--- src/vbin_defines.svh ---
// vbin shared parameters
// pixel width, line length limit and the fixed stream latency

`ifndef VBIN_DEFINES_SVH
`define VBIN_DEFINES_SVH

// pixel word width in bits
`define VBIN_DATA_WIDTH 8

// longest supported line, sizes the line buffer
`define VBIN_LINE_MAX 1024

// column index width
`define VBIN_COL_WIDTH $clog2(`VBIN_LINE_MAX)

// input to output delay in clocks, same in both modes
`define VBIN_LATENCY 4

`endif

--- src/vbin_pkg.sv ---
// vbin types
// mode and FSM state encodings shared by the binning datapath

`default_nettype none

package vbin_pkg;

    // output mode, switched only at a frame boundary
    typedef enum logic {
        MODE_BYPASS = 1'b0,
        MODE_BIN2X2 = 1'b1
    } bin_mode_e;

    // four-phase configuration slave
    typedef enum logic [1:0] {
        CFG_IDLE       = 2'd0,
        CFG_WAIT_FRAME = 2'd1,
        CFG_ACK        = 2'd2,
        CFG_RELEASE    = 2'd3
    } cfg_state_e;

    // input line tracking
    typedef enum logic [1:0] {
        LS_WAIT_FRAME = 2'd0,
        LS_ACTIVE     = 2'd1,
        LS_BLANK      = 2'd2
    } line_state_e;

endpackage

`default_nettype wire

--- src/vbin_mode_ctrl.sv ---
// vbin mode control
// four-phase req/ack slave that takes a requested mode over on the
// next frame start so that every frame runs in a single mode

`timescale 1ns/1ps
`default_nettype none

module vbin_mode_ctrl
    import vbin_pkg::*;
(
    input  wire              clk,
    input  wire              rst_n_i,
    input  wire              frame_start_i,
    input  wire              cfg_req_i,
    input  wire  bin_mode_e  cfg_mode_i,
    output logic             cfg_ack_o,
    output bin_mode_e        mode_o
);

    cfg_state_e state_q;

    always_ff @(posedge clk) begin
        if (!rst_n_i) begin
            state_q   <= CFG_IDLE;
            cfg_ack_o <= 1'b0;
            mode_o    <= MODE_BYPASS;
        end else begin
            case (state_q)
                CFG_IDLE: begin
                    if (cfg_req_i && frame_start_i) begin
                        mode_o    <= cfg_mode_i;
                        cfg_ack_o <= 1'b1;
                        state_q   <= CFG_ACK;
                    end else if (cfg_req_i) begin
                        state_q <= CFG_WAIT_FRAME;
                    end
                end
                CFG_WAIT_FRAME: begin
                    if (!cfg_req_i) begin
                        // request withdrawn before it was served
                        state_q <= CFG_IDLE;
                    end else if (frame_start_i) begin
                        mode_o    <= cfg_mode_i;
                        cfg_ack_o <= 1'b1;
                        state_q   <= CFG_ACK;
                    end
                end
                CFG_ACK: begin
                    if (!cfg_req_i) begin
                        cfg_ack_o <= 1'b0;
                        state_q   <= CFG_RELEASE;
                    end
                end
                CFG_RELEASE: begin
                    // ack is low here and the master may start again
                    state_q <= CFG_IDLE;
                end
                default: state_q <= CFG_IDLE;
            endcase
        end
    end

    // --------------------------------------------------
    // handshake checks
    // --------------------------------------------------
    a_ack_rise : assert property (@(posedge clk) disable iff (!rst_n_i)
        $rose(cfg_ack_o) |-> cfg_req_i)
        else $error("cfg_ack_o raised without a request");

    a_ack_fall : assert property (@(posedge clk) disable iff (!rst_n_i)
        $fell(cfg_ack_o) |-> !cfg_req_i)
        else $error("cfg_req_i was high as cfg_ack_o dropped");

endmodule

`default_nettype wire

--- config.mk ---
export PLATFORM = sky130hd
export DESIGN_NAME = vbin_mode_ctrl
export DESIGN_NICKNAME = d
export VERILOG_FILES = /design/src/vbin_defines.svh /design/src/vbin_pkg.sv /design/src/vbin_mode_ctrl.sv
export SDC_FILE = /design/constraint.sdc
export NUM_CORES = 1
export LEC_CHECK = 0
export BUFFER_PORTS_ARGS = -buffer_cell sky130_fd_sc_hd__buf_2
export CAP_MARGIN = 0
export CORE_AREA = 2 2 39 41
export CTS_BUF_LIST = sky130_fd_sc_hd__clkbuf_4 sky130_fd_sc_hd__clkbuf_8
export DETAILED_ROUTE_END_ITERATION = 12
export DIE_AREA = 0 0 41 43
export PLACE_DENSITY = 0.53
export REMOVE_ABC_BUFFERS = 1
export SYNTH_ARGS = -nofsm -noshare
export SYNTH_HDL_FRONTEND = slang
export SYNTH_SLANG_ARGS = --single-unit
--- constraint.sdc ---
create_clock -name clk -period 2.36 [get_ports clk]
set_input_delay 0.118 -clock clk [delete_from_list [all_inputs] [get_ports clk]]
set_output_delay 0.118 -clock clk [all_outputs]
set_load 0.005 [all_outputs]
* After elaboration in Yosys (flattened, before gate mapping)
Index checks and enable logic that the tools add are counted.
Word-level totals: register bits 4, input bits 5, output and inout bits 2, word-level logic and storage cells 34
Cells by class: equal/unequal tests 9, mux-type cells 15, reductions and logical operators 7
Operators by type and width (number):
- $mux 2 | 5
- $ne 2x2->1 const B | 4
- $pmux 2 s4 | 1
- $mux 1 | 7
- $ne 3x3->1 const B | 2
- $reduce_and 5->1 | 1
- $eq 2x2->1 const B | 2
- $reduce_and 4->1 | 1
- $pmux 1 s3 | 1
- $reduce_and 3->1 | 1
- $reduce_bool 3->1 | 1
- $eq 2x1->1 const B | 1
- $logic_not 2->1 | 1
- $pmux 1 s2 | 1
- $reduce_bool 2->1 | 1
- $logic_and 1x1->1 | 1

* Depth between registers and ports, before layout
word-level depth 3, gate-level depth with buffers 6, depth with buffers taken out 5

* Worst setup path after synthesis
Ideal clock, no wire load.
path kind reg2reg, start point reg state_q[0], end point reg state_q[1], setup time 79 ps, arrival time 1223 ps, data required time 2281 ps, setup slack 1058 ps, cell stages (with the launch flop) 7, buffers on the path 1, period minus slack after synthesis 1302 ps, cells stage by stage dfxtp_1 inv_1 ha_1 buf_6 nand2b_1 a21bo_1 a211oi_2
On the way: longest elaborated chain between the ends 3, elaborated cells on any way between the ends 9, those cells by class eq/ne (6); mux (1); reduce/logical (2)
RTL lines:
- start, declared | RTL line vbin_mode_ctrl.sv:20 | cfg_state_e state_q;
- start signal, assigned | RTL line vbin_mode_ctrl.sv:24 | state_q <= CFG_IDLE;
- start signal, assigned | RTL line vbin_mode_ctrl.sv:33 | state_q <= CFG_ACK;
- start signal, assigned | RTL line vbin_mode_ctrl.sv:35 | state_q <= CFG_WAIT_FRAME;
- $eq 2x1->1, or another cell as far along | RTL line vbin_mode_ctrl.sv:28 | case (state_q)
- $ne 3x3->1 (no source line) or $ne 2x2->1 (tied branches)
- $reduce_and 3->1 (no source line)
Several ways; a longest one is shown, not always the timed one. A chain may end at the register's enable or synchronous reset.

* Worst setup path in the final report
start point reg state_q[0], end point reg state_q[0]
The elaborated chain is that of the path after synthesis.

==> impl_results.md <==
* Worst Slack Setup Final at 863 ps
* Total of max-cap violations at 0
* Critical Path Start Type: register
* Worst Reg2Reg Path Length in Cells at 5
* DRC at 0
* Vias per cell at 4.40
* Worst hold start: cfg_mode_i
* Dpl cells at 59
* Starting Density at 0.236
* Layout cells sized above 1 at 0.217
* CP endpoint kind: register
* Port bufs at 6
* Hold Path Depth at 3
* Tcrit/Tclk final at 0.634
* DIE HEIGHT at 43 um
* EDFF count, synth at 0
* Yosys top cell area share at 0.245
* Crit path max fanout at 11
* Logic gate share of total power at 0.403
* Vias in the first global route at 256
* Final WL at 619 um
* Final #Nets at 57
* CTS tree: built
* Antenna violations before repair at 0
* Crit path required time at 2530 ps
* Asr flop ratio synth at 0
* Placer congestion estimate at 0.707
* I/O pin count at 7
* Max frequency at 0.668 GHz
* R2r endpoint: state_q[0]
* Arr. time, crit path at 1670 ps
* Netlist cell types at 20
* Warnings, synthesis at 0
* CTS sink cnt at 4
* Final Non-Filler Cells at 62
* Hold_buf cts at 0
* Sequential power share at 0.304
* Post-synth top cells: inv_1 (5), a21oi_1 (4), dfxtp_1 (4), ha_1 (4), nand2b_1 (4)
* Relative slew margins at 0.787
* Leakage at 0.164 nW
* Status: completed
* Fin util at 0.277
* First-pass GRT wire length at 979 um
* Post-CTS Setup Repair Bufs at 0
* PostCTS Resize Cnt at 0
* WL/cell at 9.98 um
* Max VDD drop at 311 uV
* Core region area at 1380 um^2
* Clock Pin Slew Worst Setup and Hold Paths at 40 ps
* Type of the worst min-delay path: input pin to register
* Switching share of power at 0.351
* Area Overhead vs Synth at 17.2%
* Leading register cell type out of synthesis: dfxtp_1
* TNS Setup at 0 ps
* Cell area after synthesis at 327 um^2
* Register area share after synthesis at 0.245
* RR Startpoint: state_q[0]
* Largest cells by area after synthesis: dfxtp_1 (25%), ha_1 (15%), nand2b_1 (7.7%)
* Crit Path Class: register to register
* Number of diodes at 0
* Power Density at 778 nW/um^2
* Clock share of power at 0.293
* Full die area at 1760 um^2
* Mean post-synth cell area at 8.37 um^2
* Sw Pwr at 105 uW
* Total GRT Usage at 0.0875
* Most common cell in the synthesized netlist: inv_1
* RSZ-0062 raised after global routing: no
* DR iter-0 viols at 4
* Setup WS pre-CTS at 851 ps
* Area leader, netlist: dfxtp_1
* HPWL Detailed at 489 um
* R2R setup slack at 860 ps
* Worst Hold Path EP: mode_o
* FF+latch count, synth at 4
* Grt ovf at 0
* Vias at 273
* Htree depth at 1
* Worst slew pin tran at 319 ps
* Routed Antenna Nets at 0
* Max-slew violation count at 0
* Root Driver: clkbuf_4
* Clock buffer depth at 2
* Fin. Hold Viols at 0
* Iteration count of the initial detailed-routing pass at 2
* Setup violators final at 0
* Post-route minimum period at 1500 ps
* Largest net degree at the start of global routing at 12
* Clock Skew at 7.38 ps
* Number of core rows at 14
* Int Power at 193 uW
* Cts bufs inserted at 3
* Clock Latency Late Sink at 240 ps
* Synthesized instance count at 39
* Die X at 41 um
metrics by stage:
step | hold WS, ps | power [mW] | instance area (um^2)
2_1_floorplan | 246 | 0.182 | 310
3_3_place_gp | 362 | 0.213 | 360
3_5_place_dp | 371 | 0.213 | 360
4_1_cts | 108 | 0.305 | 383
5_1_grt | 116 | 0.326 | 383
6_report | 117 | 0.298 | 383
critical path, cell delays in order (launching register included):
cell and delay [ps]:
dfxtp_1 330, inv_1 100, ha_1 350, or3b_1 380, a21oi_1 150, o31a_1 130
state kept, by name, indices dropped and copies added, names as in the netlist:
name	count
cfg_ack_o	1
state_q	2
mode_o	1
cells in the final DEF, fill, tap and decap left out, types with 2 or more instances in the layout:
| cell type | synthesis | routed |
|---|---|---|
| buf_2 | 1 | 6 |
| inv_1 | 5 | 5 |
| nand2b_1 | 4 | 4 |
| a21oi_1 | 4 | 4 |
| ha_1 | 4 | 4 |
| dfxtp_1 | 4 | 4 |
| nand2_1 | 3 | 3 |
| clkbuf_4 | 0 | 3 |
| nor2_1 | 2 | 2 |
logic make-up after synthesis:
group | Yosys count | synth area share
fa+ha+maj | 4 | 0.153
buf+inv | 7 | 0.107
simple gates | 11 | 0.176
flops | 4 | 0.245
mux | 1 | 0.0307
compound gates | 12 | 0.287
worst max path at each step:
stage / startpoint / endpoint / slack [ps] / cells past startpoint
3_3_place_gp: state_q[0] / state_q[0] / 880 / 5
3_5_place_dp: state_q[0] / state_q[0] / 850 / 5
5_1_grt: state_q[0] / state_q[0] / 760 / 5
6_report: state_q[0] / state_q[0] / 860 / 5
2_1_floorplan: state_q[0] / state_q[0] / 990 / 5
4_1_cts: state_q[0] / state_q[0] / 840 / 5
per-layer routing:
metal	track usage	vias up	part of all wire
li1	-	151	-
met1	0.104	118	0.48
met2	0.116	4	0.48
met3	0.0157	0	0.040
met4	0.100	0	0
met5	0	-	0
power groups by stage:
stage	Clock, mW	Combinational [mW]	Sequential [mW]
after floorplan	0	0.0912	0.0910
after global placement	0	0.122	0.0911
after detailed placement	0	0.121	0.0916
after CTS	0.0931	0.121	0.0908
after global routing	0.0978	0.136	0.0921
final	0.0874	0.120	0.0905
final cells by class:
type	instances	area (um^2)
Sequential cell	4	80.1
Clock buffer	3	22.5
Timing Repair Buffer	6	30.0
Tap cell	16	20.0
Multi-Input combinational cell	28	211
Inverter	5	18.8
Fill cell	151	1000
Note: power is estimated with default switching activity, not from simulation.
