==> config.mk <==
export PLATFORM = sky130hd
export DESIGN_NAME = vbin_result
export DESIGN_NICKNAME = d
export VERILOG_FILES = /design/src/vbin_result.sv
export VERILOG_INCLUDE_DIRS = /design/src
export SDC_FILE = /design/constraint.sdc
export NUM_CORES = 1
export LEC_CHECK = 0
export BUFFER_PORTS_ARGS = -buffer_cell sky130_fd_sc_hd__buf_2
export CORE_AREA = 5 5 42 44
export CTS_CLUSTER_DIAMETER = 200
export DETAILED_ROUTE_END_ITERATION = 8
export DIE_AREA = 0 0 47 49
export HOLD_SLACK_MARGIN = 0.12
export SLEW_MARGIN = 10
export SYNTH_ARGS = -nofsm -noshare
export SYNTH_HDL_FRONTEND = slang
export SYNTH_SLANG_ARGS = --single-unit
==> constraint.sdc <==
create_clock -name clk -period 1.71 [get_ports clk]
set_clock_uncertainty 0.05 [all_clocks]
set_input_delay 0.513 -clock clk [delete_from_list [all_inputs] [get_ports clk]]
set_output_delay 0.513 -clock clk [all_outputs]
set_load 0.01 [all_outputs]
==> src/vbin_defines.svh <==
// vbin shared parameters
// pixel width, line length limit and the fixed stream latency

`ifndef VBIN_DEFINES_SVH
`define VBIN_DEFINES_SVH

// pixel word width in bits
`define VBIN_DATA_WIDTH 8

// longest supported line, sizes the line buffer
`define VBIN_LINE_MAX 1024

// column index width
`define VBIN_COL_WIDTH $clog2(`VBIN_LINE_MAX)

// input to output delay in clocks, same in both modes
`define VBIN_LATENCY 4

`endif

==> src/vbin_result.sv <==
// vbin output stage
// final register bank for the video stream; the data word only
// changes with an output pixel and holds in between

`timescale 1ns/1ps
`default_nettype none

`include "vbin_defines.svh"

module vbin_result (
    input  wire                           clk,
    input  wire                           rst_n_i,
    input  wire  [`VBIN_DATA_WIDTH-1:0]   bin_data_i,
    input  wire                           bin_de_i,
    input  wire                           bin_hs_i,
    input  wire                           bin_vs_i,
    output logic [`VBIN_DATA_WIDTH-1:0]   do_o,
    output logic                          de_o,
    output logic                          hs_o,
    output logic                          vs_o
);

    always_ff @(posedge clk) begin
        if (!rst_n_i) begin
            do_o <= '0;
            de_o <= 1'b0;
            hs_o <= 1'b0;
            vs_o <= 1'b0;
        end else begin
            // data follows de only
            if (bin_de_i) begin
                do_o <= bin_data_i;
            end
            de_o <= bin_de_i;
            hs_o <= bin_hs_i;
            vs_o <= bin_vs_i;
        end
    end

endmodule

`default_nettype wire

# Word-level counts from Yosys, hierarchy flattened
# Index checks and enable logic that the tools add are counted.
[op_classes] addsub=0 n_mul=0 div=0 magnitude_cmp=0 n_eq_ne=0 n_shift=0 muxes=0 bitwise=0 n_reduce_logical=0
[totals] reg_bits=11 latch_bits=0 mem_bits_rw=0 rom_bits=0 in_bits=13 elab_cells=4 memories=0

# Logic depth before layout (Yosys ltp)
# Gate-level depths: netlist of the first run.
[logic_depth] depth_word=0 mapped_depth=3 mapped_depth_nobuf=2

# Least setup slack after synthesis of the first run
# OpenSTA, ideal clock, no wires.
[synth_timing] path_kind="input to register" startpoint="input port bin_de_i" endpoint="register do_o[0]" setup_time_ns=0.116 arrival_time_ns=0.857 required_ns=1.544 setup_slack_ns=0.687 path_stages=3 path_buffers=1 cell_sequence="buf_6 > mux2i_1 > nor2b_1"
[synth_lines] item="start, declared" line="vbin_result.sv:14" text="input wire bin_de_i,"
[synth_lines] item="end signal, assigned" line="vbin_result.sv:32" text="do_o <= bin_data_i;"
[synth_lines] item="end, declared" line="vbin_result.sv:17" text="output logic [`VBIN_DATA_WIDTH-1:0] do_o,"

# Worst setup path after layout of the first run
[layout_timing] startpoint="register do_o[4]" endpoint="output port do_o[4]"
# No word-level cell between the ends.

==> run metrics, run 1 <==
first-pass GRT wire length=1190 um; DP HPWL=~620 um; CP Cell Sequence=buf_2; worst reg2reg endpoint=do_o[0]; Hold EP=hs_o; MaxCap Viol Count=0; Core Region=between 1000 and 1500 um^2; via/cell ratio=~4.2; Routability Congestion=0.639; IO Pins=24; # port buffers=23; P_leak=0.278 nW; num rows=14; Starting Density=between 20% and 30%; Final setup viols=0; Clock Tree Buf Depth=2; WL final=789 um; DP Area=505 um^2; Syn Inst Count=32; fill count=155; status=completed; Int Pwr=0.000396 W; GRT Total Usage=under 10%; r2r setup slk=1.05 ns; Final Hold Fails=0; Die ar.=2300 um^2; vias post-DR=between 300 and 400; hold depth=2; Highest Clock Rate=771 MHz; peak fanout along the critical path=2; Setup crit start=do_o[4]; post-CTS sizing=0; Post-CTS Setup Bufs=0; Fin Setup TNS=0 ns; setup ws final=roughly 0.41 ns; design area=between 500 and 600 um^2; syn nets=45; DIE HEIGHT=approximately 50 um; Clk Latency, worst-skew pair=0.26 ns; Tmin final=1.30 ns; Worst Path Arrival=0.73 ns; RR Startpoint=do_o[0]; hold-fix buffers at CTS=0; Distinct cells, synth=7; initial antenna violation count=0; Post-Syn Area per Cell=between 10 and 15 um^2; RSZ-0062 raised after global routing=false; Worst path top cell family by delay=flip-flops; Logic pwr share=12.6%; TritonCTS clock tree=yes; max-slew violation count=0; Synth Cell Area=385 um^2; area delta synth->final=38.0%; #FFs+latches synth=11; Crit Path Category=reg2out; Storage cell area=roughly 220 um^2; worst slew pin tran=0.243 ns; antenna diode instance count=0; vias in the first global route=281; Die Span X=47 um; synth warn=0; clock-pin slew on the worst setup and hold paths=0.07 ns; post-synthesis sequential area ratio=57.1%; worst slack, placed=0.493 ns; Hold Crit Class=in2reg; Largest stage delay, worst path=0.34 ns; clk sinks=11; clock share of power=33.3%; hold slack=0.406 ns; DRC viols=0; crit start category=register; number of nets in the layout=71; DR iter-0 viols=1; grt ovf=0; worst reg2reg path depth=2; total CTS buffers=3; maximum VDD drop=0.564 mV; Final Cycle Share=75.9%; crit path buf inv count=1; Worst setup EP type=primary output; HP Start=bin_hs_i; htree depth=1; Multi-input gate area=approximately 150 um^2; largest net degree at the start of global routing=12; sequential fraction of design power=54.1%; Net Sw Power=0.000116 W; first-pass detailed-route iteration total=2; layout cell share with drive strength beyond 1=47.4%; root buffer cell=clkbuf_4; Wirelength per Cell=10.8 um; final antenna-violating net count=0; Critical-path top delay cell=dfxtp_1; sw frac=22.6%; Critical Path RT=1.15 ns; Pwr Density=962 nW/um^2; Max-slew headroom=83.8%
[area by class of cell]
| type | instances | area share, % |
|---|---|---|
| well taps | 16 | 3.76 |
| clock buffers | 4 | 4.94 |
| flip-flops and latches | 11 | 41.4 |
| repair buffers | 23 | 21.6 |
| multi-input cells | 19 | 28.2 |
[power by group through the flow]
stage	registers [W]	logic (W)	clock network, W
after floorplan	0.000290	0.0000286	0
final	0.000277	0.0000646	0.000170
after CTS	0.000277	0.0000659	0.000178
after global placement	0.000282	0.0000647	0
after global routing	0.000278	0.0000715	0.000206
after detailed placement	0.000283	0.0000657	0
[cells in the final DEF (no fill, tap or decap), drive strengths merged]
master / n
mux2i: 8
nor2b: 8
and2: 3
clkbuf: 4
buf: 23
dfxtp: 11
[metal layers]
metal / up-vias / track usage (%) / part of all wire, %
met5: - / 0 / 0
met4: 0 / 2.76 / 0
met3: 0 / 6.27 / 17
met2: 19 / 9.05 / 41
met1: 133 / 9.13 / 42
li1: 152 / - / -
[how the worst max path moves through the flow]
stage	depth (start not counted)	end
CTS	1	do_o[5]
detailed placement	3	do_o[0]
global placement	3	do_o[0]
finish	1	do_o[4]
global route	1	do_o[0]
floorplan	3	do_o[0]
[state kept, by name, indices dropped and copies added (netlist names)]
name / cells
de_o: 1
do_o: 8
hs_o: 1
vs_o: 1
[cells by family after synthesis]
family	after synthesis	synth area share (%)
DFF	11	57.1
muxes	8	20.8
buffers and inverters	2	3.89
and+or+nand+nor	11	18.2
[cell usage after synthesis]
cell	count	share of area [%]
and2_1	2	3.2
and2_2	1	1.9
buf_6	1	2.9
clkbuf_1	1	0.97
dfxtp_1	11	57
mux2i_1	8	21
nor2b_1	8	13
[through the flow]
stage,std cells,power [W],util [%]
2_1_floorplan,32,0.000319,-
3_3_place_gp,69,0.000347,36.1
3_5_place_dp,69,0.000348,36.1
4_1_cts,73,0.000521,37.9
5_1_grt,73,0.000555,37.9
6_report,73,0.000512,37.9
No activity file was read; power rests on OpenSTA's default activity.
==> run 2, diff against run 1 <==
==> constraint.sdc (replaced) <==
create_clock -name clk -period 1.1 [get_ports clk]
set_clock_uncertainty 0.05 [all_clocks]
set_input_delay 0.33 -clock clk [delete_from_list [all_inputs] [get_ports clk]]
set_output_delay 0.33 -clock clk [all_outputs]
set_load 0.01 [all_outputs]
==> run 2 against run 1 <==
Die area unchanged. Combinational power grew 84%. First-iteration DRC count stayed put. Utilization increased by 4.3 points. Final cell count unchanged.
==> run metrics, run 2 (synthesis results as in run 1) <==
status=completed; Worst Path Arrival=around 0.7 ns; final antenna-violating net count=0; vias post-DR=298; # port buffers=23; first-pass GRT wire length=~1200 um; layout cell share with drive strength beyond 1=61.4%; number of nets in the layout=71; first-pass detailed-route iteration total=2; max reg flops=8; DR iter-0 viols=1; Routability Congestion=0.639; grt ovf=0; Worst setup EP type=primary output; placed cell count=69; register with the most flip-flops=do_o; P_leak=between 0.2 and 0.3 nW; met1 GRT Util=9.13%; Clock Tree Buf Depth=2; GRT Total Usage=7.36%; busiest grt layer=met1; Design Power=0.000823 W; via/cell ratio=4.08; WL final=795 um; Core Region=1400 um^2; htree depth=1; Critical Path RT=roughly 0.7 ns; Final setup viols=0; Final Cycle Share=98.3%; DP HPWL=619 um; commonest non-fill, non-tap cells in the layout=buf_2 (15), mux2i_1 (8), nor2b_1 (8), dfxtp_2 (8), buf_6 (8); area delta synth->final=53.6%; Worst path top cell family by delay=flip-flops; worst slack, placed=0.0657 ns; RSZ-0062 raised after global routing=true; clk sinks=11; DRC viols=0; IO Pins=24; initial antenna violation count=0; Fin Setup TNS=0 ns; num rows=14; met2 Use GR=~9%; TritonCTS clock tree=yes; Post-CTS Setup Bufs=0; Wirelength per Cell=between 10 and 15 um; Die Span X=47 um; Final Hold Fails=0; clock-pin slew on the worst setup and hold paths=~0.07 ns; maximum VDD drop=between 0.8 and 0.9 mV; Non-Filler Instances=73; vias in the first global route=281; Crit Path Category=reg2out; M3 GR Usage=6.27%; Tmin final=1.08 ns; worst slew pin tran=0.243 ns; root buffer cell=clkbuf_4; Largest stage delay, worst path=between 0.3 and 0.4 ns; crit start category=register; hold-fix buffers at CTS=0; peak fanout along the critical path=2; DIE HEIGHT=between 40 and 50 um; max-slew violation count=0; hold slack=0.223 ns; Die ar.=between 2000 and 2500 um^2; Critical-path top delay cell=dfxtp_2; Pwr Density=1390 nW/um^2; Max-slew headroom=between 80% and 90%; total CTS buffers=3; Clk Latency, worst-skew pair=0.26 ns; Starting Density=27.5%; largest net degree at the start of global routing=12; setup ws final=0.0186 ns; most common cell after layout, fill and taps aside=buf_2; CP Cell Sequence=buf_6; Highest Clock Rate=925 MHz; crit path buf inv count=1; MaxCap Viol Count=0; antenna diode instance count=0; Hold Crit Class=in2reg
## run 2: cell counts in the layout (fill, tap and decap cells not counted)
No cell type changed its count.
## run 2: worst paths after layout
| path | endpoint | slack (ns) | from | cells after the start |
|---|---|---|---|---|
| setup reg to reg | do_o[0] | 0.42 | do_o[0] | 2 |
| hold / removal | hs_o | 0.22 | bin_hs_i | 2 |
| setup / recovery | do_o[4] | 0.02 | do_o[4] | 1 |
| hold reg to reg | do_o[6] | 0.47 | do_o[6] | 2 |
## run 2: final cells by class
type                       count  area [um^2]
multi-input combinational     19          150
fill                         155          810
tap                           16         20.0
timing repair buffer          23          165
clock buffer                   4         26.3
sequential                    11          230
## run 2: per-stage QoR
stage	utilization, %	area, um^2
6_report	42.2	592
3_5_place_dp	36.1	505
2_1_floorplan	-	385
3_3_place_gp	36.1	505
5_1_grt	42.2	592
4_1_cts	39.6	554
## run 2: layer usage
| metal | vias to the layer above | part of all wire, % |
|---|---|---|
| met5 | - | 0 |
| met4 | 0 | 0 |
| met3 | 0 | 16 |
| met2 | 19 | 41 |
| met1 | 127 | 43 |
| li1 | 152 | - |
## run 2: report_power, final
part           total, W  internal, W  switching [W]  leakage, nW
Combinational  0.000119    0.0000729      0.0000463        0.180
Clock          0.000266     0.000140       0.000126       0.0150
Sequential     0.000438     0.000425      0.0000126       0.0939
## run 2: repair_timing
item                       CTS  global route
pin swaps                    0             0
setup endpoints to repair    8            11
resized for setup           10             6
cloned                       0             0
==> run 3, diff against run 2 <==
--- a/config.mk
+++ b/config.mk
@@ -6,11 +6,11 @@
 export SDC_FILE = /design/constraint.sdc
 export NUM_CORES = 1
 export LEC_CHECK = 0
-export BUFFER_PORTS_ARGS = -buffer_cell sky130_fd_sc_hd__buf_2
 export CORE_AREA = 5 5 42 44
 export CTS_CLUSTER_DIAMETER = 200
 export DETAILED_ROUTE_END_ITERATION = 8
 export DIE_AREA = 0 0 47 49
+export DONT_BUFFER_PORTS = 1
 export HOLD_SLACK_MARGIN = 0.12
 export SLEW_MARGIN = 10
 export SYNTH_ARGS = -nofsm -noshare
==> run 3 against run 2 <==
Register-to-register slack about the same. Flip-flop and latch count unchanged. Final area decreased by 30%. Clock power about the same. Final cell count decreased by 32%. Sequential power increased by 2%. Via count decreased by 28%. Routed wire length decreased by 15%. Critical path depth decreased by 1. Clock-buffer cell count unchanged. Die area unchanged. Non-clock buffer count decreased by 23. Critical endpoint is now do_o[5].
==> run metrics, run 3 (synthesis results as in run 1) <==
register with the most flip-flops=do_o; Hold Crit Class=in2reg; most common cell after layout, fill and taps aside=dfxtp_1; layout cell share with drive strength beyond 1=11.8%; WL final=between 600 and 700 um; IO Pins=24; peak fanout along the critical path=2; Fin Setup TNS=0 ns; clk sinks=11; Die ar.=~2300 um^2; root buffer cell=clkbuf_4; Critical Path Stages=0; sequential fraction of design power=60.0%; post-CTS sizing=0; hold depth=1; # port buffers=0; Max-slew headroom=between 90% and 100%; Die Span X=47 um; Design Power=0.000743 W; DP Area=390 um^2; MaxCap Viol Count=0; first-pass GRT wire length=1060 um; largest net degree at the start of global routing=12; area delta synth->final=8.12%; status=completed; htree depth=1; clock share of power=35.4%; Int Pwr=0.000587 W; DRC viols=0; Core Region=1400 um^2; Clock Tree Buf Depth=2; DIE HEIGHT=slightly below 50 um; Clk Latency, worst-skew pair=0.26 ns; first-pass detailed-route iteration total=1; Tmin final=1.02 ns; Setup crit start=do_o[5]; P_leak=0.176 nW; crit start category=register; RR Startpoint=do_o[0]; vias in the first global route=233; max reg flops=8; worst reg2reg endpoint=do_o[0]; Wirelength per Cell=13.4 um; maximum VDD drop=~0.72 mV; worst reg2reg path depth=2; design area=417 um^2; number of nets in the layout=48; Worst setup EP type=primary output; num rows=14; Post-CTS Setup Bufs=0; final antenna-violating net count=0; RSZ-0062 raised after global routing=false; via/cell ratio=4.30; max-slew violation count=0; Routability Congestion=0.601; GRT Total Usage=6.84%; Pwr Density=about 1800 nW/um^2; Crit Path Category=reg2out; placed cell count=between 40 and 50; Critical Path RT=0.72 ns; Non-Filler Instances=50; Worst Path Arrival=0.64 ns; vias post-DR=about 220; TritonCTS clock tree=yes; total CTS buffers=3; r2r setup slk=0.41 ns; initial antenna violation count=0; commonest non-fill, non-tap cells in the layout=dfxtp_1 (11), mux2i_1 (8), nor2b_1 (8), clkbuf_4 (3), and2_1 (2); Starting Density=27.5%; Highest Clock Rate=976 MHz; Net Sw Power=0.000156 W; Final Cycle Share=between 90% and 100%; antenna diode instance count=0; Final Hold Fails=0; worst setup path end=do_o[5]; clock-pin slew on the worst setup and hold paths=approximately 0.070 ns; grt ovf=0; Final setup viols=0; sw frac=21.0%; worst slew pin tran=0.120 ns; hold-fix buffers at CTS=0; DR iter-0 viols=0; Logic pwr share=4.7%
[run 3: changes by cell type in the layout (fill, tap and decap cells not counted)]
cell     before  now
dfxtp_2       8    0
buf_6         8    0
buf_2        15    0
dfxtp_1       3   11
[run 3: per-stage QoR]
step / setup WS, ns / hold slack (ns) / utilization [%]
after floorplan: 0.260 / 0.407 / -
after global placement: 0.353 / 0.408 / 27.9
after detailed placement: 0.354 / 0.413 / 27.9
after CTS: 0.0564 / 0.125 / 29.7
after global routing: 0.0236 / 0.125 / 29.7
final: 0.0758 / 0.138 / 29.7
[run 3: layout make-up]
cell class                 count  area [um^2]
tap                           16         20.0
multi-input combinational     19          150
fill                         149          985
clock buffer                   4         26.3
sequential                    11          220
[run 3: metal layers]
metal,vias to the layer above,track usage (%),wire length [um],share of wire (%)
met5,-,0,0,0
met4,0,2.76,0,0
met3,0,7.38,105,16
met2,16,9.50,295,44
met1,94,6.39,271,40
li1,105,-,-,-
[run 3: worst min-delay path by stage]
stage | startpoint | end | slack, ns
after global placement | rst_n_i | hs_o | 0.41
final | rst_n_i | hs_o | 0.14
after CTS | rst_n_i | hs_o | 0.13
after floorplan | bin_hs_i | hs_o | 0.41
after global routing | rst_n_i | hs_o | 0.12
after detailed placement | rst_n_i | hs_o | 0.41
[run 3: power groups by stage]
stage	Clock (W)	Sequential [W]	Combinational [W]
2_1_floorplan	0	0.000451	0.0000445
3_3_place_gp	0	0.000456	0.0000340
3_5_place_dp	0	0.000455	0.0000355
4_1_cts	0.000282	0.000446	0.0000352
5_1_grt	0.000309	0.000449	0.0000396
6_report	0.000263	0.000446	0.0000346
