--- src/vbin_defines.svh ---
// vbin shared parameters
// pixel width, line length limit and the fixed stream latency

`ifndef VBIN_DEFINES_SVH
`define VBIN_DEFINES_SVH

// pixel word width in bits
`define VBIN_DATA_WIDTH 8

// longest supported line, sizes the line buffer
`define VBIN_LINE_MAX 1024

// column index width
`define VBIN_COL_WIDTH $clog2(`VBIN_LINE_MAX)

// input to output delay in clocks, same in both modes
`define VBIN_LATENCY 4

`endif

--- src/vbin_pkg.sv ---
// vbin types
// mode and FSM state encodings shared by the binning datapath

`default_nettype none

package vbin_pkg;

    // output mode, switched only at a frame boundary
    typedef enum logic {
        MODE_BYPASS = 1'b0,
        MODE_BIN2X2 = 1'b1
    } bin_mode_e;

    // four-phase configuration slave
    typedef enum logic [1:0] {
        CFG_IDLE       = 2'd0,
        CFG_WAIT_FRAME = 2'd1,
        CFG_ACK        = 2'd2,
        CFG_RELEASE    = 2'd3
    } cfg_state_e;

    // input line tracking
    typedef enum logic [1:0] {
        LS_WAIT_FRAME = 2'd0,
        LS_ACTIVE     = 2'd1,
        LS_BLANK      = 2'd2
    } line_state_e;

endpackage

`default_nettype wire

--- src/vbin_sync_decode.sv ---
// vbin sync decoder
// registers the incoming pixel with its qualifiers and derives the
// frame start pulse, the row parity and the column index that go with it

`timescale 1ns/1ps
`default_nettype none

`include "vbin_defines.svh"

module vbin_sync_decode
    import vbin_pkg::*;
(
    input  wire                           clk,
    input  wire                           rst_n_i,
    input  wire  [`VBIN_DATA_WIDTH-1:0]   di_i,
    input  wire                           de_i,
    input  wire                           hs_i,
    input  wire                           vs_i,
    output logic [`VBIN_DATA_WIDTH-1:0]   pix_d_o,
    output logic                          pix_de_o,
    output logic                          pix_hs_o,
    output logic                          pix_vs_o,
    output logic                          frame_start_o,
    output logic                          row_odd_o,
    output logic [`VBIN_COL_WIDTH-1:0]    col_idx_o
);

    localparam int COL_W = `VBIN_COL_WIDTH;

    line_state_e    state_q;
    line_state_e    state_d;
    // one spare bit so an overlong line is visible
    logic [COL_W:0] col_cnt_q;
    logic           frame_rise;
    logic           line_end;

    // pix_vs_o is vs_i of the previous cycle
    assign frame_rise = vs_i & ~pix_vs_o;
    assign line_end   = (state_q == LS_ACTIVE) & ~de_i;

    // --------------------------------------------------
    // line tracking FSM
    // --------------------------------------------------
    always_comb begin
        state_d = state_q;
        case (state_q)
            LS_WAIT_FRAME: begin
                if (frame_rise) begin
                    state_d = LS_BLANK;
                end
            end
            LS_BLANK: begin
                if (de_i) begin
                    state_d = LS_ACTIVE;
                end
            end
            LS_ACTIVE: begin
                if (!de_i) begin
                    state_d = LS_BLANK;
                end
            end
            default: state_d = LS_WAIT_FRAME;
        endcase
        // vertical blanking always returns to the idle state
        if (!vs_i) begin
            state_d = LS_WAIT_FRAME;
        end
    end

    always_ff @(posedge clk) begin
        if (!rst_n_i) begin
            state_q       <= LS_WAIT_FRAME;
            col_cnt_q     <= '0;
            row_odd_o     <= 1'b0;
            frame_start_o <= 1'b0;
            pix_de_o      <= 1'b0;
            pix_hs_o      <= 1'b0;
            pix_vs_o      <= 1'b0;
        end else begin
            state_q       <= state_d;
            frame_start_o <= frame_rise;
            pix_de_o      <= de_i;
            pix_hs_o      <= hs_i;
            pix_vs_o      <= vs_i;

            // column count restarts after every line
            if (frame_rise || line_end) begin
                col_cnt_q <= '0;
            end else if (de_i) begin
                col_cnt_q <= col_cnt_q + 1'b1;
            end

            if (frame_rise) begin
                row_odd_o <= 1'b0;
            end else if (line_end) begin
                row_odd_o <= ~row_odd_o;
            end
        end
    end

    // pixel word and its column
    always_ff @(posedge clk) begin
        pix_d_o   <= di_i;
        col_idx_o <= col_cnt_q[COL_W-1:0];
    end

    a_line_len : assert property (@(posedge clk) disable iff (!rst_n_i)
        de_i |-> (col_cnt_q < `VBIN_LINE_MAX))
        else $error("input line longer than VBIN_LINE_MAX");

endmodule

`default_nettype wire

--- config.mk ---
export PLATFORM = sky130hd
export DESIGN_NAME = vbin_sync_decode
export DESIGN_NICKNAME = d
export VERILOG_FILES = /design/src/vbin_pkg.sv /design/src/vbin_sync_decode.sv
export VERILOG_INCLUDE_DIRS = /design/src
export SDC_FILE = /design/constraint.sdc
export NUM_CORES = 1
export LEC_CHECK = 0
export BUFFER_PORTS_ARGS = -buffer_cell sky130_fd_sc_hd__buf_2
export CAP_MARGIN = 10
export CORE_MARGIN = 2
export CORE_UTILIZATION = 47
export CTS_CLUSTER_DIAMETER = 120
export DETAILED_ROUTE_END_ITERATION = 8
export PLACE_DENSITY = 0.85
export SYNTH_ARGS = -nofsm -noshare
export SYNTH_HDL_FRONTEND = slang
export SYNTH_SLANG_ARGS = --single-unit
--- constraint.sdc ---
create_clock -name clk -period 1.7 [get_ports clk]
set_clock_uncertainty 0.15 [all_clocks]
set_input_delay 0.085 -clock clk [delete_from_list [all_inputs] [get_ports clk]]
set_output_delay 0.085 -clock clk [all_outputs]
set_load 0.005 [all_outputs]
Word-level counts from Yosys, hierarchy flattened --
Cells that the tools add are included.
Word-level totals: memory bits (writable) 0, register bits after elaboration 36, memory bits (read-only) 0, bits in latches 0, output and inout port bits 23, memories kept 0, word-level logic and storage cells 31
Operators by class: equal/unequal tests 5, shift operators 0, add/sub/neg operators 1, reductions and logical operators 6, $lt $le $gt $ge 0, bitwise operators 6, multiplexer cells 4, div/mod/pow operators 0, $mul 0
Operators by type and width (count):
- $add 11x1->11 const B | 1
- $mux 2 | 3
- $ne 2x2->1 const B | 3
- $pmux 2 s3 | 1
- $not 1->1 | 4
- $reduce_or 2->1 | 2
- $reduce_and 3->1 | 1
- $and 1x1->1 | 2
- $eq 2x1->1 const B | 1
- $eq 2x2->1 const B | 1
- $logic_not 2->1 | 1
- $reduce_and 2->1 | 1
- $logic_or 1x1->1 | 1

Depth between registers and ports, before layout --
Gate-level depths: netlist of the first run.
word-level depth 4, gate-level depth with buffers 4, depth with buffers taken out 4

Least setup slack after synthesis of the first run --
OpenSTA, ideal clock, no wires.
path type register to register, from register col_cnt_q[0], to register col_cnt_q[8], arrival 1.222 ns, setup time 0.068 ns, setup slack 0.261 ns, data required time 1.482 ns, path buffers 0, stages on the path, launching flop included 5, period minus slack after synthesis 1.439 ns, cell sequence dfxtp_1 -> ha_1 -> nand3_1 -> or4_4 -> a21oi_2
Between the ends: cells in the longest elaborated chain, start to end 1
RTL lines:
- from (decl) | RTL line vbin_sync_decode.sv:33 | logic [COL_W:0] col_cnt_q;
- from (signal assigned) | RTL line vbin_sync_decode.sv:90 | col_cnt_q <= col_cnt_q + 1'b1;
- $add 11x1->11 | RTL line vbin_sync_decode.sv:90
No other way between the ends. A chain may end at the register's enable or synchronous reset.

Worst setup path after layout of the first run --
Ends and elaborated chain as after synthesis.

==> metrics.md, run 1 <==
| Metric | Value |
|---|---|
| Core area | roughly 0.0022 sq mm |
| Syn Nets | 103 |
| PD cells | 1040 mW/mm^2 |
| Critical Path AT | about 1.7 ns |
| Max_cap viols | 0 |
| Synth area leader | dfxtp_1 |
| TritonCTS Buffers | 5 |
| Synth top area share | roughly 67% |
| RSZ-0062 raised after global routing | no |
| Slew HR | 77.5% |
| Hold path depth | 0 |
| Initial antenna violation count | 0 |
| Final instance area | ~0.0015 sq mm |
| Top-count cell post-synth | dfxtp_1 |
| Mean Syn Cell Area | between 10 and 15 sq um |
| Post-CTS Setup Bufs | 0 |
| Fin nets | about 160 |
| Vias in the first global route | between 700 and 800 |
| Worst hold slack | approximately 0.22 ns |
| Setup WS pre-CTS | ~0.17 ns |
| GP Congestion | between 0.7 and 0.8 |
| Max FO, Critical Path | 5 |
| CP Cell Sequence | ha_1 > nand3_1 > or4_4 > a21oi_2 |
| Crit Path Class | reg2reg |
| H-tree depth | 2 |
| FP Rows | 17 |
| First-pass GRT wire length | ~3000 microns |
| CP Depth | 4 |
| Largest net degree at the start of global routing | 13 |
| CTS resizes | 0 |
| Initial DRC Count | 4 |
| Multi-input logic area | 332 sq um |
| Crit share post-route | between 90 and 100% |
| Prevailing post-synth register cell | dfxtp_1 |
| Peak Freq | ~640 MHz |
| Final setup margin | 0.131 ns |
| CTS root buffer | clkbuf_4 |
| Outcome | completed |
| CP Launch Type | register |
| GRT Residual Overflow | 0 |
| GR Util All Layers | between 10% and 20% |
| Routed wire per std cell | 10.3 microns |
| Async SR Flop Fraction | 0% |
| Slew @ Worst Pin | roughly 0.33 ns |
| Post-synthesis cell type count | 30 |
| Synth area leaders | dfxtp_1 (67%), nor2_1 (2.5%), xnor2_1 (2.5%), xor2_1 (2.5%), nand4_1 (2.4%) |
| Hold WC Path Type | reg2reg |
| Synth top cells by count | dfxtp_1 (35), nor2_1 (7), nand4_1 (4) |
| Worst vdd ir | around 650 uV |
| LEAKAGE | 0.663 nW |
| Half-perimeter wire length after placement | 1150 microns |
| I/O Buffers | 35 |
| TritonCTS sink count | 35 |
| Die area | between 0.002 and 0.003 sq mm |
| Worst r2r path cells | 4 |
| Clk buf depth | 2 |
| Hold_buf cts | 15 |
| EDFF count, synth | 0 |
| Post-route antenna net violation count | 0 |
| TritonRoute pass-1 iters | 4 |
| Area Overhead vs Synth | 41.8% |
| Top delay family on crit path | simple AND/OR/NAND/NOR gates |
| Vias/cell | 4.64 |
| CP peak stage delay | around 0.44 ns |
| Initial Utilization | about half |
| Layout fillers | between 150 and 200 |
| Synth Register Bits | 35 |
| Crit path required time | about 1.8 ns |
| Die height | approximately 50 microns |
| Clock Pin Slew Worst Setup and Hold Paths | 0.10 ns |
| Number of remaining DRC errors | 0 |
| Finish-stage setup viols | 0 |
| CP bufs+invs | 0 |
| Count of pins over their slew limit | 0 |
| Sum of negative setup slack | 0 ns |
| Layout cells sized above 1 | 33.1% |
| Cell total after placement | 150 |
| Sequential Area | ~700 sq um |
| Synth warn | 0 |
| Clock Latency Late Sink | approximately 0.33 ns |
| IO Pins | 36 |
| Cells after Synth | between 80 and 90 |
| Routed vias | around 800 |
| Total power | between 1.5 and 2 mW |
| Slowest-stage cell, CP | or4_4 |
| Post-Place Cell Area | ~0.0012 sq mm |
| Die width | just over 50 microns |
| Crit end category | register |
| Post-Synthesis Cell Area | about 0.0010 sq mm |
| CTS tree | done |
| ANT cells | 0 |
| Final wirelength | about 1800 microns |
| Seq/Total Area, Yosys | 66.8% |
| Fin cells | between 150 and 200 |
| Hold Fails Final Rpt | 0 |
| Layout Utilization | around two thirds |
| Final min period | roughly 1.6 ns |
-- sequential cells by signal (all words and copies together) (netlist names) --
name / flops
state_q: 2
row_odd_o: 1
pix_hs_o: 1
pix_vs_o: 1
frame_start_o: 1
col_idx_o: 10
pix_d_o: 8
pix_de_o: 1
col_cnt_q: 10
-- cell families (layout without fill, tap and decap cells) --
logic type | count (synthesis) | after routing | synth area share, %
xor+xnor | 6 | 6 | 5.01
fa+ha+maj | 1 | 1 | 1.19
flops | 35 | 35 | 66.8
buf+inv | 4 | 60 | 1.55
mux | 2 | 2 | 1.91
simple gates | 32 | 32 | 18.4
compound gates | 9 | 9 | 5.13
-- metal layers --
layer	GRT usage (%)	share of wire [%]
met1	18.6	45
met2	24.0	44
met3	8.77	7.7
met4	9.21	2.2
met5	0	0
-- cell type report --
class / count / area share, %
Clock buffer: 6 / 3.45
Clock inverter: 2 / 2.36
Inverter: 2 / 0.505
Multi-Input combinational cell: 50 / 22.3
Sequential cell: 35 / 47.1
Tap cell: 28 / 2.36
Timing Repair Buffer: 50 / 21.9
-- where the power goes --
part	switching [mW]	internal [mW]
logic	0.0349	0.0557
registers	0.00947	0.841
clock network	0.256	0.347
-- worst register-to-register path: cells and delay by family (launching register included) --
kind / cells / cell delay [ns]
compound gates: 1 / 0.13
fa+ha+maj: 1 / 0.22
flops: 1 / 0.43
simple gates: 2 / 0.58
-- cells in the final DEF, fill, tap and decap left out --
master and count:
a21oi_1 3, a21oi_2 1, and2_1 3, and3_1 1
buf_2 35, bufinv_16 1, clkbuf_4 5, clkbuf_8 1
clkinv_2 1, dfxtp_1 35, dlygate4sd3_1 15, ha_1 1
inv_1 2, mux2i_1 2, nand2_1 3, nand2b_1 1
nand3_1 2, nand3_2 1, nand4_1 4, nand4_2 1
nand4b_1 1, nor2_1 7, nor2b_1 1, nor3_1 1
nor4_1 1, o21a_1 1, o21ai_0 3, o31ai_1 1
or3_1 2, or3_2 1, or3b_1 1, or4_4 1
xnor2_1 3, xor2_1 3
-- final timing paths --
check | from | end | slack [ns]
max | col_cnt_q[0]$_SDFFE_PP0P_ | col_cnt_q[8]$_SDFFE_PP0P_ | 0.13
min | col_cnt_q[9]$_SDFFE_PP0P_ | col_idx_o[9]$_DFF_P_ | 0.22
max reg2reg | col_cnt_q[0]$_SDFFE_PP0P_ | col_cnt_q[8]$_SDFFE_PP0P_ | 0.13
min reg2reg | col_cnt_q[9]$_SDFFE_PP0P_ | col_idx_o[9]$_DFF_P_ | 0.22
Note: power is estimated with default switching activity, not from simulation.
==> run 2, diff against run 1 <==
CORE_ASPECT_RATIO = 0.8   (was not set)
REMOVE_ABC_BUFFERS = 1   (was not set)
TNS_END_PERCENT = 5   (was not set)
==> metrics.md, run 2 (synthesis results as in run 1) <==
| Metric | Value |
|---|---|
| Clk buf depth | 2 (unchanged) |
| Hold Fails Final Rpt | 0 (unchanged) |
| Core area | 0.00214 sq mm (was 0.00217 sq mm) |
| GRT Residual Overflow | 0 (unchanged) |
| Largest net degree at the start of global routing | 13 (unchanged) |
| Reg2Reg Launch Point | col_cnt_q[0]$_SDFFE_PP0P_ (unchanged) |
| CP Launch Type | register (unchanged) |
| TritonCTS Buffers | 5 (unchanged) |
| Max FO, Critical Path | 5 (unchanged) |
| Crit share post-route | 93.5% (was 92.3%) |
| FP Rows | 15 (was 17) |
| Setup slack, reg-to-reg | 0.11 ns (was 0.13 ns) |
| Sum of negative setup slack | 0 ns (unchanged) |
| Worst r2r path cells | 4 (unchanged) |
| RR Endpoint | col_cnt_q[8]$_SDFFE_PP0P_ (unchanged) |
| Hold WC Path Type | reg2reg (unchanged) |
| GP Congestion | 0.733 (was 0.734) |
| Number of remaining DRC errors | 0 (unchanged) |
| Commonest cells after routing, fill and taps aside | dfxtp_1 (35), buf_2 (35), dlygate4sd3_1 (14) (was dfxtp_1 (35), buf_2 (35), dlygate4sd3_1 (15)) |
| Routed wire per std cell | 12.8 microns (was 10.3 microns) |
| Vias/cell | 4.98 (was 4.64) |
| I/O Buffers | 35 (unchanged) |
| Hold path depth | 0 (unchanged) |
| PD cells | 922 mW/mm^2 (was 1040 mW/mm^2) |
| Largest registers | col_cnt_q: 10 flops, col_idx_o: 10 flops, pix_d_o: 8 flops (unchanged) |
| Area Overhead vs Synth | 36.2% (was 41.8%) |
| Half-perimeter wire length after placement | 1300 microns (was 1150 microns) |
| Switching power share of the total | 20.8% (was 19.4%) |
| Final min period | 1.59 ns (was 1.57 ns) |
| Switch Pwr | 0.274 mW (was 0.300 mW) |
| Clock Latency Late Sink | 0.32 ns (was 0.33 ns) |
| H-tree depth | 2 (unchanged) |
| Crit end category | register (unchanged) |
| TritonCTS sink count | 35 (unchanged) |
| IO Pins | 36 (unchanged) |
| Crit path required time | 1.80 ns (was 1.82 ns) |
| CTS resizes | 0 (unchanged) |
| Post-route antenna net violation count | 0 (unchanged) |
| Outcome | completed (unchanged) |
| CTS tree | done (unchanged) |
| Initial Utilization | 49.0% (was 48.3%) |
| Worst hold start | col_cnt_q[9]$_SDFFE_PP0P_ (unchanged) |
| Critical path startpoint | col_cnt_q[0]$_SDFFE_PP0P_ (unchanged) |
| Vias in the first global route | 806 (was 723) |
| CTS root buffer | clkbuf_4 (unchanged) |
| Die area | 0.00263 sq mm (was 0.00262 sq mm) |
| Layout cells sized above 1 | 31.7% (was 33.1%) |
| Crit Path Class | reg2reg (unchanged) |
| Initial antenna violation count | 0 (unchanged) |
| Count of pins over their slew limit | 0 (unchanged) |
| ANT cells | 0 (unchanged) |
| TritonRoute pass-1 iters | 4 (unchanged) |
| Fin nets | 157 (was 158) |
| LEAKAGE | 0.634 nW (was 0.663 nW) |
| Peak Freq | 629 MHz (was 637 MHz) |
| Clock Pin Slew Worst Setup and Hold Paths | 0.09 ns (was 0.10 ns) |
| Finish-stage setup viols | 0 (unchanged) |
| GR Util All Layers | 18.0% (was 16.2%) |
| Clk network pwr share | 28.3% (was 39.1%) |
| Flop pwr share | 64.7% (was 55.1%) |
| Slew @ Worst Pin | 0.354 ns (was 0.334 ns) |
| Logic pwr share | 7.0% (was 5.9%) |
| Initial DRC Count | 10 (was 4) |
| Final wirelength | 2130 microns (was 1780 microns) |
| Critical Path AT | 1.69 ns (about the same) |
| Total power | 1.32 mW (was 1.54 mW) |
| First-pass GRT wire length | 3350 microns (was 2970 microns) |
| Slew HR | 76.2% (was 77.5%) |
| Routed vias | 832 (was 802) |
| Max_cap viols | 0 (unchanged) |
| Hold Path End | col_idx_o[9]$_DFF_P_ (unchanged) |
| Worst vdd ir | 645 uV (was 655 uV) |
| Die width | 56.8 microns (was 51.2 microns) |
| RSZ-0062 raised after global routing | no (unchanged) |
| P_int | 1.04 mW (was 1.24 mW) |
| Die height | 46.2 microns (was 51.2 microns) |
-- run 2: cell count changes in the layout (fill, tap and decap cells not counted) --
cell           delta
clkinv_2          -1
dlygate4sd3_1     -1
bufinv_16         -1
clkbuf_8          -1
clkbuf_1          +1
-- run 2: cell type report --
class	count	area, sq um
Fill cell	171	712
Sequential cell	35	701
Multi-Input combinational cell	50	332
Timing Repair Buffer	49	315
Clock buffer	6	41.3
Tap cell	25	31.3
Inverter	2	7.51
-- run 2: per-layer routing --
| layer | vias to the layer above | part of all wire (%) | GRT usage [%] |
|---|---|---|---|
| met3 | 11 | 7.5 | 10.7 |
| met2 | 30 | 50 | 29.3 |
| met1 | 381 | 39 | 18.0 |
| li1 | 410 | - | - |
| met4 | 0 | 3.7 | 11.2 |
| met5 | - | 0 | 0 |
-- run 2: worst max path at each step --
stage | slack, ns | to | cells after the start
6_report | 0.11 | col_cnt_q[8]$_SDFFE_PP0P_ | 4
5_1_grt | 0.05 | col_cnt_q[8]$_SDFFE_PP0P_ | 4
4_1_cts | 0.12 | col_cnt_q[8]$_SDFFE_PP0P_ | 4
3_5_place_dp | 0.15 | col_cnt_q[8]$_SDFFE_PP0P_ | 4
3_3_place_gp | 0.22 | col_cnt_q[8]$_SDFFE_PP0P_ | 4
2_1_floorplan | 0.26 | col_cnt_q[8]$_SDFFE_PP0P_ | 4
-- run 2: through the flow --
| stage | cell area, sq um | worst slack, ns | std cells | hold slack [ns] | util, % |
|---|---|---|---|---|---|
| 2_1_floorplan | 1040 | 0.261 | 87 | -0.0373 | - |
| 3_3_place_gp | 1250 | 0.216 | 147 | 0.0374 | 58.2 |
| 3_5_place_dp | 1250 | 0.145 | 147 | 0.0386 | 58.2 |
| 4_1_cts | 1430 | 0.117 | 167 | 0.224 | 66.7 |
| 5_1_grt | 1430 | 0.0511 | 167 | 0.235 | 66.7 |
| 6_report | 1430 | 0.111 | 167 | 0.222 | 66.7 |
-- run 2: power groups by stage --
stage               sequential [mW]  clock (mW)  combinational [mW]
global route                  0.855       0.423               0.101
global placement              0.869           0              0.0625
finish                        0.852       0.373              0.0927
CTS                           0.851       0.387              0.0904
detailed placement            0.870           0              0.0655
floorplan                     0.872           0              0.0223
-- run 2: critical path: stages, from the launching register on --
cell	delay (ns)
dfxtp_1	0.43
ha_1	0.22
nand3_1	0.14
or4_4	0.45
a21oi_2	0.14
-- run 2: timing repair --
action | CTS | global route
endpoints found under the hold margin | 14 | 0
setup buffers | 0 | 0
hold buffers | 14 | 0
==> run 3, diff against run 2 <==
CORE_UTILIZATION = 45   (was 47)
PLACE_DENSITY = 0.82   (was 0.85)
==> metrics.md, run 3 (synthesis results as in run 1) <==
| Metric | Value |
|---|---|
| Clock Pin Slew Worst Setup and Hold Paths | 0.10 ns (was 0.09 ns) |
| Crit share post-route | 93.2% (was 93.5%) |
| Crit end category | register (unchanged) |
| FP Rows | 15 (unchanged) |
| GR Util All Layers | 17.0% (was 18.0%) |
| CTS tree | done (unchanged) |
| Clk network pwr share | 30.4% (was 28.3%) |
| Largest net degree at the start of global routing | 13 (unchanged) |
| H-tree depth | 2 (unchanged) |
| Critical Path AT | 1.70 ns (was 1.69 ns) |
| Hold Fails Final Rpt | 0 (unchanged) |
| Crit Path Class | reg2reg (unchanged) |
| GRT Residual Overflow | 0 (unchanged) |
| Peak Freq | 631 MHz (was 629 MHz) |
| Count of pins over their slew limit | 0 (unchanged) |
| Vias/cell | 4.89 (was 4.98) |
| Switching power share of the total | 22.1% (was 20.8%) |
| TritonCTS sink count | 35 (unchanged) |
| TritonRoute pass-1 iters | 4 (unchanged) |
| Layout fillers | 162 (was 171) |
| Routed vias | 827 (was 832) |
| Half-perimeter wire length after placement | 1350 microns (was 1300 microns) |
| Initial Utilization | 48.2% (was 49.0%) |
| RSZ-0062 raised after global routing | no (unchanged) |
| Sum of negative setup slack | 0 ns (unchanged) |
| Fin nets | 157 (unchanged) |
| Setup WS pre-CTS | 0.156 ns (was 0.145 ns) |
| P_int | 1.06 mW (was 1.04 mW) |
| Slew HR | 77.1% (was 76.2%) |
| Vias in the first global route | 735 (was 806) |
| LEAKAGE | 0.639 nW (was 0.634 nW) |
| Max FO, Critical Path | 5 (unchanged) |
| IO Pins | 36 (unchanged) |
| TritonCTS Buffers | 5 (unchanged) |
| Hold WC Path Type | reg2reg (unchanged) |
| CTS root buffer | clkbuf_4 (unchanged) |
| Busiest grt layer | met2 (unchanged) |
| Layout cells sized above 1 | 31.9% (was 31.7%) |
| Initial antenna violation count | 0 (unchanged) |
| Largest registers | col_cnt_q: 10 flops, col_idx_o: 10 flops, pix_d_o: 8 flops (unchanged) |
| Slew @ Worst Pin | 0.341 ns (was 0.354 ns) |
| Final setup margin | 0.115 ns (was 0.111 ns) |
| GP Congestion | 0.789 (was 0.733) |
| Final min period | 1.58 ns (was 1.59 ns) |
| Logic pwr share | 6.8% (was 7.0%) |
| Initial DRC Count | 12 (was 10) |
| Routed wire per std cell | 12.5 microns (was 12.8 microns) |
| Number of remaining DRC errors | 0 (unchanged) |
| Die area | 0.00273 sq mm (was 0.00263 sq mm) |
| Switch Pwr | 0.299 mW (was 0.274 mW) |
| Layout Utilization | 66.0% (was 66.7%) |
| GR Util met2 | 29.3% (about the same) |
| Multi-input logic area | 332 sq um (unchanged) |
| Core area | 0.00218 sq mm (was 0.00214 sq mm) |
| Die height | 47.2 microns (was 46.2 microns) |
| Outcome | completed (unchanged) |
| Finish-stage setup viols | 0 (unchanged) |
| First-pass GRT wire length | 3260 microns (was 3350 microns) |
| Post-route antenna net violation count | 0 (unchanged) |
| Met1 Use GR | 18.2% (was 18.0%) |
| Max_cap viols | 0 (unchanged) |
| Clk buf depth | 2 (unchanged) |
| Die width | 58.0 microns (was 56.8 microns) |
| PD cells | 944 mW/mm^2 (was 922 mW/mm^2) |
| Worst vdd ir | 709 uV (was 645 uV) |
| Sequential Area | 701 sq um (unchanged) |
| Final wirelength | 2110 microns (was 2130 microns) |
| Commonest cells after routing, fill and taps aside | dfxtp_1 (35), buf_2 (35), dlygate4sd3_1 (14) (unchanged) |
| ANT cells | 0 (unchanged) |
| Flop pwr share | 62.8% (was 64.7%) |
| Clock Latency Late Sink | 0.33 ns (was 0.32 ns) |
| Crit path required time | 1.82 ns (was 1.80 ns) |
| Area Overhead vs Synth | 37.0% (was 36.2%) |
| Grt met3 use | 5.23% (was 10.7%) |
| CP Launch Type | register (unchanged) |
| I/O Buffers | 35 (unchanged) |
## run 3: cell types whose count changed in the layout (fill, tap and decap cells not counted), sizes merged
cell	delta
clkbuf	+1
clkinv	+1
## run 3: through the flow
stage | hold WS (ns) | area [sq um] | instances | power [mW]
final | 0.227 | 1440 | 169 | 1.36
after global routing | 0.220 | 1440 | 169 | 1.41
after CTS | 0.226 | 1440 | 169 | 1.36
after detailed placement | 0.0390 | 1250 | 147 | 0.936
after global placement | 0.0372 | 1250 | 147 | 0.931
after floorplan | -0.0373 | 1040 | 87 | 0.895
## run 3: cell type report
class	instances	area share, %
Clock buffer	7	3.14
Clock inverter	1	0.348
Inverter	2	0.523
Multi-Input combinational cell	50	23.1
Sequential cell	35	48.8
Tap cell	25	2.18
Timing Repair Buffer	49	22.0
## run 3: timing repair
item,in CTS,in global routing
buffers inserted,0,0
hold endpoints to repair,15,0
gates resized for setup,0,0
hold buffers,14,0
## run 3: critical path: stages (launching register included)
cell	delay [ns]
dfxtp_1	0.43
ha_1	0.22
nand3_1	0.14
or4_4	0.44
a21oi_2	0.13
## run 3: worst paths after layout
kind	from	endpoint	slack, ns	depth (start not counted)
worst min register to register	col_cnt_q[9]$_SDFFE_PP0P_	col_idx_o[9]$_DFF_P_	0.23	0
worst min-delay path	col_cnt_q[9]$_SDFFE_PP0P_	col_idx_o[9]$_DFF_P_	0.23	0
worst max register to register	col_cnt_q[0]$_SDFFE_PP0P_	col_cnt_q[8]$_SDFFE_PP0P_	0.12	4
worst max-delay path	col_cnt_q[0]$_SDFFE_PP0P_	col_cnt_q[8]$_SDFFE_PP0P_	0.12	4
## run 3: power groups by stage
stage	logic [mW]	clock network [mW]	registers [mW]
after detailed placement	0.0652	0	0.870
after global placement	0.0625	0	0.869
after global routing	0.101	0.459	0.855
after floorplan	0.0223	0	0.872
final	0.0916	0.413	0.852
after CTS	0.0898	0.420	0.851
## run 3: per-layer routing
layer / vias to the layer above / share of wire [%] / routed length (microns)
met1: 394 / 41 / 862
li1: 412 / - / -
met4: 0 / 2.4 / 51
met2: 14 / 53 / 1120
met3: 7 / 3.7 / 79
met5: - / 0 / 0
